===== src/videoPkg.sv =====
/*
 * Video package: raster timing for 640x480 VGA, object defaults,
 * colour encodings and the types shared by the rectangle subsystem
 */
`default_nettype none

package videoPkg;

	typedef logic [10:0] coordT;        // unsigned screen coordinate or offset
	typedef logic signed [10:0] posT;   // signed so objects can start off-screen
	typedef logic [7:0] colorT;         // RGB332
	typedef logic objIdxT;              // object select on the host port

	typedef struct packed {
		coordT pixelX;
		coordT pixelY;
		logic hSync;      // active low
		logic vSync;      // active low
		logic active;
		logic frameStart; // one cycle at (0,0)
	} rasterT;

	typedef struct packed {
		posT topLeftX;
		posT topLeftY;
	} placeT;

	typedef struct packed {
		logic drawingRequest;
		colorT rgb;
		coordT offsetX; // offset from the top-left corner
		coordT offsetY;
	} drawT;

	// horizontal timing in pixels
	localparam int H_ACTIVE = 640;
	localparam int H_FRONT = 16;
	localparam int H_SYNC = 96;
	localparam int H_TOTAL = 800;
	localparam int H_SYNC_START = H_ACTIVE + H_FRONT; // 656
	localparam int H_SYNC_END = H_SYNC_START + H_SYNC; // 752

	// vertical timing in lines
	localparam int V_ACTIVE = 480;
	localparam int V_FRONT = 10;
	localparam int V_SYNC = 2;
	localparam int V_TOTAL = 525;
	localparam int V_SYNC_START = V_ACTIVE + V_FRONT; // 490
	localparam int V_SYNC_END = V_SYNC_START + V_SYNC; // 492

	localparam colorT TRANSPARENT = 8'hFF;
	localparam colorT BACKGROUND = 8'h00;
	localparam colorT FRAME_COLOR = 8'hFC; // yellow border of object 0

	localparam int OBJ0_W = 32;
	localparam int OBJ0_H = 32;
	localparam colorT OBJ0_COLOR = 8'h5B;
	localparam int OBJ1_W = 64;
	localparam int OBJ1_H = 16;
	localparam colorT OBJ1_COLOR = 8'hE0;

	localparam placeT OBJ0_RESET_POS = '{topLeftX: 11'sd100, topLeftY: 11'sd100};
	localparam placeT OBJ1_RESET_POS = '{topLeftX: 11'sd300, topLeftY: 11'sd200};

endpackage

`default_nettype wire


===== src/drawMux.sv =====
/*
 * Draw mux: picks the pixel colour by priority (object 0 with its
 * border, object 1, background) and keeps sync aligned with rgb
 */
`timescale 1ns/100ps
`default_nettype none

module drawMux (
	input wire logic clk,
	input wire logic resetN,
	input videoPkg::rasterT raster,
	input videoPkg::drawT draw0,
	input videoPkg::drawT draw1,
	output logic hSync,
	output logic vSync,
	output videoPkg::colorT rgb
);

	logic hSyncD1; // first delay stage, aligned with draw0/draw1
	logic vSyncD1;
	logic activeD1;
	logic onBorder;
	videoPkg::colorT rgbNext;

	// one pixel frame around object 0
	assign onBorder = (draw0.offsetX == '0) || (draw0.offsetY == '0) ||
		(draw0.offsetX == videoPkg::coordT'(videoPkg::OBJ0_W - 1)) ||
		(draw0.offsetY == videoPkg::coordT'(videoPkg::OBJ0_H - 1));

	always_comb begin
		if (!activeD1)
			rgbNext = videoPkg::BACKGROUND; // blanking
		else if (draw0.drawingRequest)
			rgbNext = onBorder ? videoPkg::FRAME_COLOR : draw0.rgb;
		else if (draw1.drawingRequest)
			rgbNext = draw1.rgb;
		else
			rgbNext = videoPkg::BACKGROUND;
	end

	always_ff @(posedge clk or negedge resetN) begin
		if (!resetN) begin
			hSyncD1 <= 1'b1;
			vSyncD1 <= 1'b1;
			activeD1 <= 1'b0;
			hSync <= 1'b1; // second stage drives the pins
			vSync <= 1'b1;
			rgb <= videoPkg::BACKGROUND;
		end else begin
			hSyncD1 <= raster.hSync;
			vSyncD1 <= raster.vSync;
			activeD1 <= raster.active;
			hSync <= hSyncD1;
			vSync <= vSyncD1;
			rgb <= rgbNext;
		end
	end

endmodule

`default_nettype wire


===== src/placementRegs.sv =====
/*
 * Object placement registers. A host writes a pending position over a
 * four-phase req/ack port; pending values go live at frame start
 */
`timescale 1ns/100ps
`default_nettype none

module placementRegs (
	input wire logic clk,
	input wire logic resetN,
	input wire logic frameStart,
	input wire logic cfgReq,
	input videoPkg::objIdxT cfgIdx,
	input videoPkg::placeT cfgPos,
	output logic cfgAck,
	output videoPkg::placeT place0,
	output videoPkg::placeT place1
);

	typedef enum logic {
		IDLE,  // waiting for cfgReq
		ACKED  // value taken, waiting for cfgReq to drop
	} hsStateT;

	hsStateT state;
	videoPkg::placeT pending0;
	videoPkg::placeT pending1;
	videoPkg::placeT active0;
	videoPkg::placeT active1;

	assign cfgAck = (state == ACKED);

	// handshake FSM and pending slots
	always_ff @(posedge clk or negedge resetN) begin
		if (!resetN) begin
			state <= IDLE;
			pending0 <= videoPkg::OBJ0_RESET_POS;
			pending1 <= videoPkg::OBJ1_RESET_POS;
		end else begin
			case (state)
				IDLE: if (cfgReq) begin
					if (cfgIdx == 1'b0)
						pending0 <= cfgPos; // a later write just overwrites
					else
						pending1 <= cfgPos;
					state <= ACKED;
				end
				ACKED: if (!cfgReq)
					state <= IDLE; // ack falls one clock after req drops
			endcase
		end
	end

	// pending becomes live at frame start
	always_ff @(posedge clk or negedge resetN) begin
		if (!resetN) begin
			active0 <= videoPkg::OBJ0_RESET_POS;
			active1 <= videoPkg::OBJ1_RESET_POS;
		end else if (frameStart) begin
			active0 <= pending0;
			active1 <= pending1;
		end
	end

	// during the frameStart cycle the objects already see the new value,
	// so pixel (0,0) belongs to the new frame as well
	assign place0 = frameStart ? pending0 : active0;
	assign place1 = frameStart ? pending1 : active1;

endmodule

`default_nettype wire


===== src/squareObject.sv =====
/*
 * Rectangle object: signed hit test of the current pixel against
 * the placed rectangle, registers request, colour and inner offsets
 */
`timescale 1ns/100ps
`default_nettype none

module squareObject #(
	parameter int OBJECT_WIDTH_X = 32,
	parameter int OBJECT_HEIGHT_Y = 32,
	parameter videoPkg::colorT OBJECT_COLOR = 8'h5B
) (
	input wire logic clk,
	input wire logic resetN,
	input videoPkg::rasterT raster,
	input videoPkg::placeT place,
	output videoPkg::drawT draw
);

	int pixX; // pixel as a plain int, zero extended
	int pixY;
	int leftX; // sign extended corner
	int topY;
	int rightX; // first column past the object
	int bottomY;
	logic insideBracket;

	always_comb begin
		pixX = int'(raster.pixelX);
		pixY = int'(raster.pixelY);
		leftX = int'(place.topLeftX);
		topY = int'(place.topLeftY);
		rightX = leftX + OBJECT_WIDTH_X;
		bottomY = topY + OBJECT_HEIGHT_Y;
		// half open on both axes
		insideBracket = (pixX >= leftX) && (pixX < rightX) &&
			(pixY >= topY) && (pixY < bottomY);
	end

	always_ff @(posedge clk or negedge resetN) begin
		if (!resetN) begin
			draw <= '{drawingRequest: 1'b0, rgb: videoPkg::TRANSPARENT,
				offsetX: '0, offsetY: '0};
		end else if (insideBracket) begin
			draw.drawingRequest <= 1'b1;
			draw.rgb <= OBJECT_COLOR;
			draw.offsetX <= videoPkg::coordT'(pixX - leftX); // always in range inside
			draw.offsetY <= videoPkg::coordT'(pixY - topY);
		end else begin
			draw.drawingRequest <= 1'b0;
			draw.rgb <= videoPkg::TRANSPARENT; // never shown by the mux
			draw.offsetX <= '0;
			draw.offsetY <= '0;
		end
	end

endmodule

`default_nettype wire


===== src/vgaTiming.sv =====
/*
 * VGA timing generator: pixel and line counters for 640x480,
 * registered coordinates, sync pulses, active window and frame start
 */
`timescale 1ns/100ps
`default_nettype none

module vgaTiming (
	input wire logic clk,
	input wire logic resetN,
	output videoPkg::rasterT raster
);

	videoPkg::coordT pixelCnt; // horizontal counter
	videoPkg::coordT lineCnt;  // vertical counter
	logic lineEnd;
	logic frameEnd;
	logic hSyncNext;
	logic vSyncNext;
	logic activeNext;

	assign lineEnd = (pixelCnt == videoPkg::coordT'(videoPkg::H_TOTAL - 1));
	assign frameEnd = (lineCnt == videoPkg::coordT'(videoPkg::V_TOTAL - 1));

	// decodes from the counters, registered below with the coordinates
	always_comb begin
		hSyncNext = !((pixelCnt >= videoPkg::coordT'(videoPkg::H_SYNC_START)) &&
			(pixelCnt < videoPkg::coordT'(videoPkg::H_SYNC_END))); // low in the sync window
		vSyncNext = !((lineCnt >= videoPkg::coordT'(videoPkg::V_SYNC_START)) &&
			(lineCnt < videoPkg::coordT'(videoPkg::V_SYNC_END)));
		activeNext = (pixelCnt < videoPkg::coordT'(videoPkg::H_ACTIVE)) &&
			(lineCnt < videoPkg::coordT'(videoPkg::V_ACTIVE));
	end

	// free running counters, never stall
	always_ff @(posedge clk or negedge resetN) begin
		if (!resetN) begin
			pixelCnt <= '0;
			lineCnt <= '0;
		end else begin
			if (lineEnd) begin
				pixelCnt <= '0;
				if (frameEnd)
					lineCnt <= '0; // wrap at V_TOTAL
				else
					lineCnt <= lineCnt + 1'b1;
			end else begin
				pixelCnt <= pixelCnt + 1'b1;
			end
		end
	end

	// raster is one clock behind the counters
	always_ff @(posedge clk or negedge resetN) begin
		if (!resetN) begin
			raster.pixelX <= '0;
			raster.pixelY <= '0;
			raster.hSync <= 1'b1; // inactive
			raster.vSync <= 1'b1;
			raster.active <= 1'b0;
			raster.frameStart <= 1'b0;
		end else begin
			raster.pixelX <= pixelCnt;
			raster.pixelY <= lineCnt;
			raster.hSync <= hSyncNext;
			raster.vSync <= vSyncNext;
			raster.active <= activeNext;
			raster.frameStart <= (pixelCnt == '0) && (lineCnt == '0);
		end
	end

endmodule

`default_nettype wire


===== src/videoTop.sv =====
/*
 * Video top level: timing generator, placement registers,
 * two rectangle objects and the draw mux
 */
`timescale 1ns/100ps
`default_nettype none

module videoTop (
	input wire logic clk,
	input wire logic resetN,
	input wire logic cfgReq,
	input videoPkg::objIdxT cfgIdx,
	input videoPkg::placeT cfgPos,
	output logic cfgAck,
	output logic hSync,
	output logic vSync,
	output videoPkg::colorT rgb
);

	videoPkg::rasterT raster;
	videoPkg::placeT place0;
	videoPkg::placeT place1;
	videoPkg::drawT draw0;
	videoPkg::drawT draw1;

	vgaTiming i_vgaTiming (
		.clk(clk),
		.resetN(resetN),
		.raster(raster)
	);

	placementRegs i_placementRegs (
		.clk(clk),
		.resetN(resetN),
		.frameStart(raster.frameStart),
		.cfgReq(cfgReq),
		.cfgIdx(cfgIdx),
		.cfgPos(cfgPos),
		.cfgAck(cfgAck),
		.place0(place0),
		.place1(place1)
	);

	// object 0, square with border, highest priority
	squareObject #(
		.OBJECT_WIDTH_X(videoPkg::OBJ0_W),
		.OBJECT_HEIGHT_Y(videoPkg::OBJ0_H),
		.OBJECT_COLOR(videoPkg::OBJ0_COLOR)
	) i_obj0 (
		.clk(clk),
		.resetN(resetN),
		.raster(raster),
		.place(place0),
		.draw(draw0)
	);

	// object 1, wide bar
	squareObject #(
		.OBJECT_WIDTH_X(videoPkg::OBJ1_W),
		.OBJECT_HEIGHT_Y(videoPkg::OBJ1_H),
		.OBJECT_COLOR(videoPkg::OBJ1_COLOR)
	) i_obj1 (
		.clk(clk),
		.resetN(resetN),
		.raster(raster),
		.place(place1),
		.draw(draw1)
	);

	drawMux i_drawMux (
		.clk(clk),
		.resetN(resetN),
		.raster(raster),
		.draw0(draw0),
		.draw1(draw1),
		.hSync(hSync),
		.vSync(vSync),
		.rgb(rgb)
	);

endmodule

`default_nettype wire

===== config.mk =====
export PLATFORM = sky130hd
export DESIGN_NAME = videoTop
export DESIGN_NICKNAME = d
export VERILOG_FILES = /design/src/videoPkg.sv /design/src/drawMux.sv /design/src/placementRegs.sv /design/src/squareObject.sv /design/src/vgaTiming.sv /design/src/videoTop.sv
export SDC_FILE = /design/constraint.sdc
export NUM_CORES = 1
export LEC_CHECK = 0
export BUFFER_PORTS_ARGS = -buffer_cell sky130_fd_sc_hd__buf_2
export CORE_UTILIZATION = 50
export DETAILED_ROUTE_END_ITERATION = 12
export PLACE_DENSITY = 0.67
export SETUP_SLACK_MARGIN = 0.05
export SYNTH_ARGS = -nofsm -noshare
export SYNTH_HDL_FRONTEND = slang
export SYNTH_SLANG_ARGS = --single-unit

===== constraint.sdc =====
create_clock -name clk -period 4.65 [get_ports clk]
set_clock_uncertainty 0.15 [all_clocks]
set_input_delay 0.465 -clock clk [delete_from_list [all_inputs] [get_ports clk]]
set_output_delay 0.465 -clock clk [all_outputs]
set_load 0.05 [all_outputs]

==> parameters.txt <==
Parameter                              Value

Outcome
  Status ... finished, final reports clean

Pwr
  Total power divided by cell area ... 383.8 nW/µm²
  Peak ir drop on the vdd network ... 0.0002778 V
  P_leak ... 4.686 nW

STA
  Final-report setup violation count ... 0
  Ratio of final minimum period to clock period ... 85.89%
  Highest achievable clock rate ... 250.4 MHz
  Worst max-slew margin expressed relative to the limit ... 42.84%
  Slew Viols, Final ... 0
  Transition at the pin with the smallest max-transition slack ... 0.8509 ns
  Endpoints failing hold ... 0
  Final-layout setup total negative slack ... 0 ns
  Final critical path time including I/O delays and setup ... 3.994 ns
  Unrepaired setup endpoints after global routing ... false

Worst hold path
  End of the worst hold path ... i_placementRegs.cfgAck$_DFF_PN0_
  Hold Path Origin ... cfgReq
  Worst Hold Class ... in -> reg
  Hold Path Stages ... 1

Logic synthesis
  Top FF cell, synth ... sky130_fd_sc_hd__dfrtp_1
  Net count after synthesis ... 868
  Largest family of logic cells by synthesized area ... simple AND/OR/NAND/NOR gates
  Proportion of synthesized flip-flops having asynchronous set or reset ... 100.0%
  Multiplexer share of the synthesized area ... 10.78%
  Post-Syn Area per Cell ... 11.53 µm²
  Syn Std Cell Area ... 8808 µm²
  Number of enable-type register cells in the synthesized netlist ... 0
  Post-synthesis share of cell area spent on xor and xnor gates ... 3.878%
  Warning count from the yosys run ... 0
  Post-synthesis share of cell area spent on and, or, nand and nor gates ... 11.38%
  Number of synthesized register bits ... 173
  Number of cells produced by synthesis ... 764
  Synth Area in Compound Gates ... 8.949%
  Post-synthesis sequential area ratio ... 49.63%
  Count of distinct cell types in the synthesized netlist ... 62
  Adder and majority gate portion of the synthesized area ... 11.25%

GRT
  Overall Global Routing Usage ... 21.72%
  Aggregate global routing overflow ... 0
  Largest net degree at the start of global routing ... 108
  Initial antenna violation count ... 0
  Via count of the first global-routing pass ... 6036
  First-pass GRT wire length ... 30360 µm

Critical path
  Critical path start-end classification ... reg -> reg
  Worst Path Arrival ... 4.15 ns
  Slowest stage cell on the critical path ... sky130_fd_sc_hd__dfrtp_2
  Worst R2R Path Depth ... 12
  Cell with the most instances on the worst path ... sky130_fd_sc_hd__ha_1
  Kind of start point of the critical path ... register
  Capture instance of the worst register-to-register path ... i_obj0.draw[9]$_DFF_PN0_
  Worst flop-to-flop path startpoint ... i_vgaTiming.raster[0]$_DFF_PN0_
  Delay of the slowest cell on the worst path ... 0.54 ns
  R2R setup slack ... 0.66 ns
  Sort of element at the end of the critical path ... register
  CP max FO ... 36
  Worst-path cell chain ... buf_12, mux2i_1, inv_1, ha_1, xor2_1, ha_1, a21oi_1, o221ai_1, a31oi_1, o2111ai_1, a211o_1, nor4b_1
  Required time of the critical path ... 4.81 ns

Routing
  Vias per Instance ... 5.635
  Total DRC errors in the routed layout ... 0
  1st-pass router iterations ... 5
  Number of vias after detailed routing ... 5894
  Final routed wire length divided by cell count ... 17.29 µm
  Total Wirelength ... 18090 µm
  DRC marker count from the first detailed-route iteration ... 463
  Routed Antenna Nets ... 0

Floorplanning
  Area of the die ... 18150 µm²
  Starting Density ... 51.10%
  Number of placement rows ... 48
  Floorplan die width ... 134.7 µm
  DIE HEIGHT ... 134.7 µm
  Number of ports placed on the die boundary ... 37
  Core area ... 17240 µm²

Cells and area
  Post-layout nets ... 912
  Fraction of final layout cells sized beyond drive strength 1 ... 20.34%
  Final instance area ... 9936 µm²
  Final-layout fill cell count ... 1397
  Antenna diode count ... 0
  Area growth from synthesis to layout ... 12.80%

Place
  Placed Instance Area ... 9255 µm²
  Number of port buffers ... 36
  GP Congestion ... 0.8355
  Detailed placement HPWL ... 13140 µm

Clocking
  Latest clock arrival within the worst-skew pair ... 0.43 ns
  Cell chosen for the clock root ... sky130_fd_sc_hd__clkbuf_16
  Number of buffers inserted during clock tree synthesis ... 17
  Maximum buffer depth of the clock tree ... 2
  Maximum level of the CTS H-tree ... 4
  TritonCTS sink count ... 173
  TritonCTS clock tree ... built
  Post-cts repair resize count ... 0
  Clock transition at the registers of the reported paths ... 0.07 ns

Job
  # Max-Cap Violations ... 0
[per-layer routing]
layer,vias up,part of all wire (%),GRT usage (%)
met1,2954,50,31.01
met5,-,0,0
met4,0,1.4,6.929
met3,21,3.4,4.204
met2,108,46,33.39
li1,2811,-,-
[registers in the layout (all words and copies together) (netlist names)]
signal and count:
i_drawMux.activeD1 1, i_drawMux.hSync 1, i_drawMux.hSyncD1 1, i_drawMux.rgb 5
i_drawMux.vSync 1, i_drawMux.vSyncD1 1, i_obj0.draw 24, i_obj1.draw 2
i_placementRegs.active0 22, i_placementRegs.active1 22, i_placementRegs.cfgAck 1, i_placementRegs.pending0 22
i_placementRegs.pending1 22, i_vgaTiming.lineCnt 11, i_vgaTiming.pixelCnt 11, i_vgaTiming.raster 26
[how the worst max path moves through the flow]
stage	start	depth (start not counted)	slack, ns	end
2_1_floorplan	i_vgaTiming.raster[0]$_DFF_PN0_	18	0.92	i_obj0.draw[19]$_DFF_PN0_
3_3_place_gp	i_vgaTiming.raster[0]$_DFF_PN0_	12	0.96	i_obj0.draw[14]$_DFF_PN0_
3_5_place_dp	i_vgaTiming.raster[0]$_DFF_PN0_	12	0.73	i_obj0.draw[9]$_DFF_PN0_
4_1_cts	i_vgaTiming.raster[0]$_DFF_PN0_	12	0.67	i_obj0.draw[9]$_DFF_PN0_
5_1_grt	i_vgaTiming.raster[0]$_DFF_PN0_	12	0.28	i_obj0.draw[3]$_DFF_PN0_
6_report	i_vgaTiming.raster[0]$_DFF_PN0_	12	0.66	i_obj0.draw[9]$_DFF_PN0_
[worst max-delay path, delay by kind of cell (launching register included)]
family                     cells  cell delay, ns
AOI/OAI and AO/OA              5            1.20
adders and majority gates      2            0.58
DFF                            1            0.54
and+or+nand+nor                1            0.43
buffers and inverters          2            0.42
muxes                          1            0.35
xor gates and xnor gates       1            0.18
[where the power goes]
group	leakage, nW	internal [mW]	total, mW	switching, mW
clock network	0.321	1.06	1.64	0.578
registers	2.16	1.65	1.71	0.0670
logic	2.20	0.190	0.458	0.269
total	4.69	2.90	3.81	0.914
[cells by family after synthesis]
logic type,after synthesis
AOI/OAI and AO/OA,118
xor gates and xnor gates,39
adders and majority gates,78
buffers and inverters,88
DFF,173
muxes,88
and+or+nand+nor,180
[timing repair]
action / 4_1_cts / 5_1_grt
endpoints found under the hold margin: 55 / 0
hold buffers: 1 / 0
endpoints found under the setup margin: 0 / 0
setup buffers: 0 / 0
[per-stage QoR]
| step | std cells | power, mW | util [%] | setup slack (ns) | hold WS [ns] |
|---|---|---|---|---|---|
| floorplan | 764 | 2.049 | - | 0.9239 | 0.01941 |
| global placement | 1013 | 2.181 | 53.69 | 0.9620 | 0.1845 |
| detailed placement | 1013 | 2.197 | 53.69 | 0.7327 | 0.1847 |
| CTS | 1046 | 3.847 | 57.64 | 0.6652 | 0.006971 |
| global route | 1046 | 3.973 | 57.64 | 0.2774 | 0.01136 |
| finish | 1046 | 3.813 | 57.64 | 0.6559 | 0.01850 |
[synth_stat cells (10+ instances only)]
library cell | number | share of area (%)
sky130_fd_sc_hd__dfrtp_1 | 139 | 39
sky130_fd_sc_hd__xor2_1 | 13 | 1.3
sky130_fd_sc_hd__nand3_1 | 22 | 1.3
sky130_fd_sc_hd__nand4_1 | 10 | 0.71
sky130_fd_sc_hd__nor2_1 | 33 | 1.4
sky130_fd_sc_hd__ha_1 | 76 | 11
sky130_fd_sc_hd__inv_1 | 68 | 2.9
sky130_fd_sc_hd__o21ai_0 | 27 | 1.5
sky130_fd_sc_hd__nor2b_1 | 11 | 0.78
sky130_fd_sc_hd__dfstp_2 | 34 | 10
sky130_fd_sc_hd__mux2i_1 | 36 | 4.1
sky130_fd_sc_hd__xnor2_1 | 26 | 2.6
sky130_fd_sc_hd__o21a_1 | 14 | 1.2
sky130_fd_sc_hd__a21oi_1 | 23 | 1.3
sky130_fd_sc_hd__nand2_1 | 23 | 0.98
sky130_fd_sc_hd__nor3_1 | 27 | 1.5
sky130_fd_sc_hd__mux2_2 | 51 | 6.5
[area by class of cell]
cell class              count  area (µm²)  area share (%)
multi-input cells         503        4078           41.04
flip-flops and latches    173        4373           44.01
repair buffers             44       274.0           2.758
well taps                 225       281.5           2.833
clock buffers              24       451.7           4.546
clock inverters             8       219.0           2.204
inverters                  69       259.0           2.607
[cells in the final DEF (no fill, tap or decap), drive strengths merged, types with 7 or more instances in the layout]
| master | count |
|---|---|
| inv | 69 |
| nand4 | 11 |
| buf | 43 |
| mux2 | 52 |
| dfstp | 34 |
| nor4 | 12 |
| and3 | 9 |
| nor2 | 34 |
| nand3 | 22 |
| xor2 | 13 |
| xnor2 | 26 |
| o21ai | 28 |
| mux2i | 36 |
| a21oi | 24 |
| ha | 76 |
| nor2b | 11 |
| dfrtp | 139 |
| o21a | 14 |
| bufinv | 7 |
| nor3 | 28 |
| nand2 | 23 |
| a211oi | 9 |
| clkbuf | 24 |
Note: power is estimated with default switching activity, not from simulation.
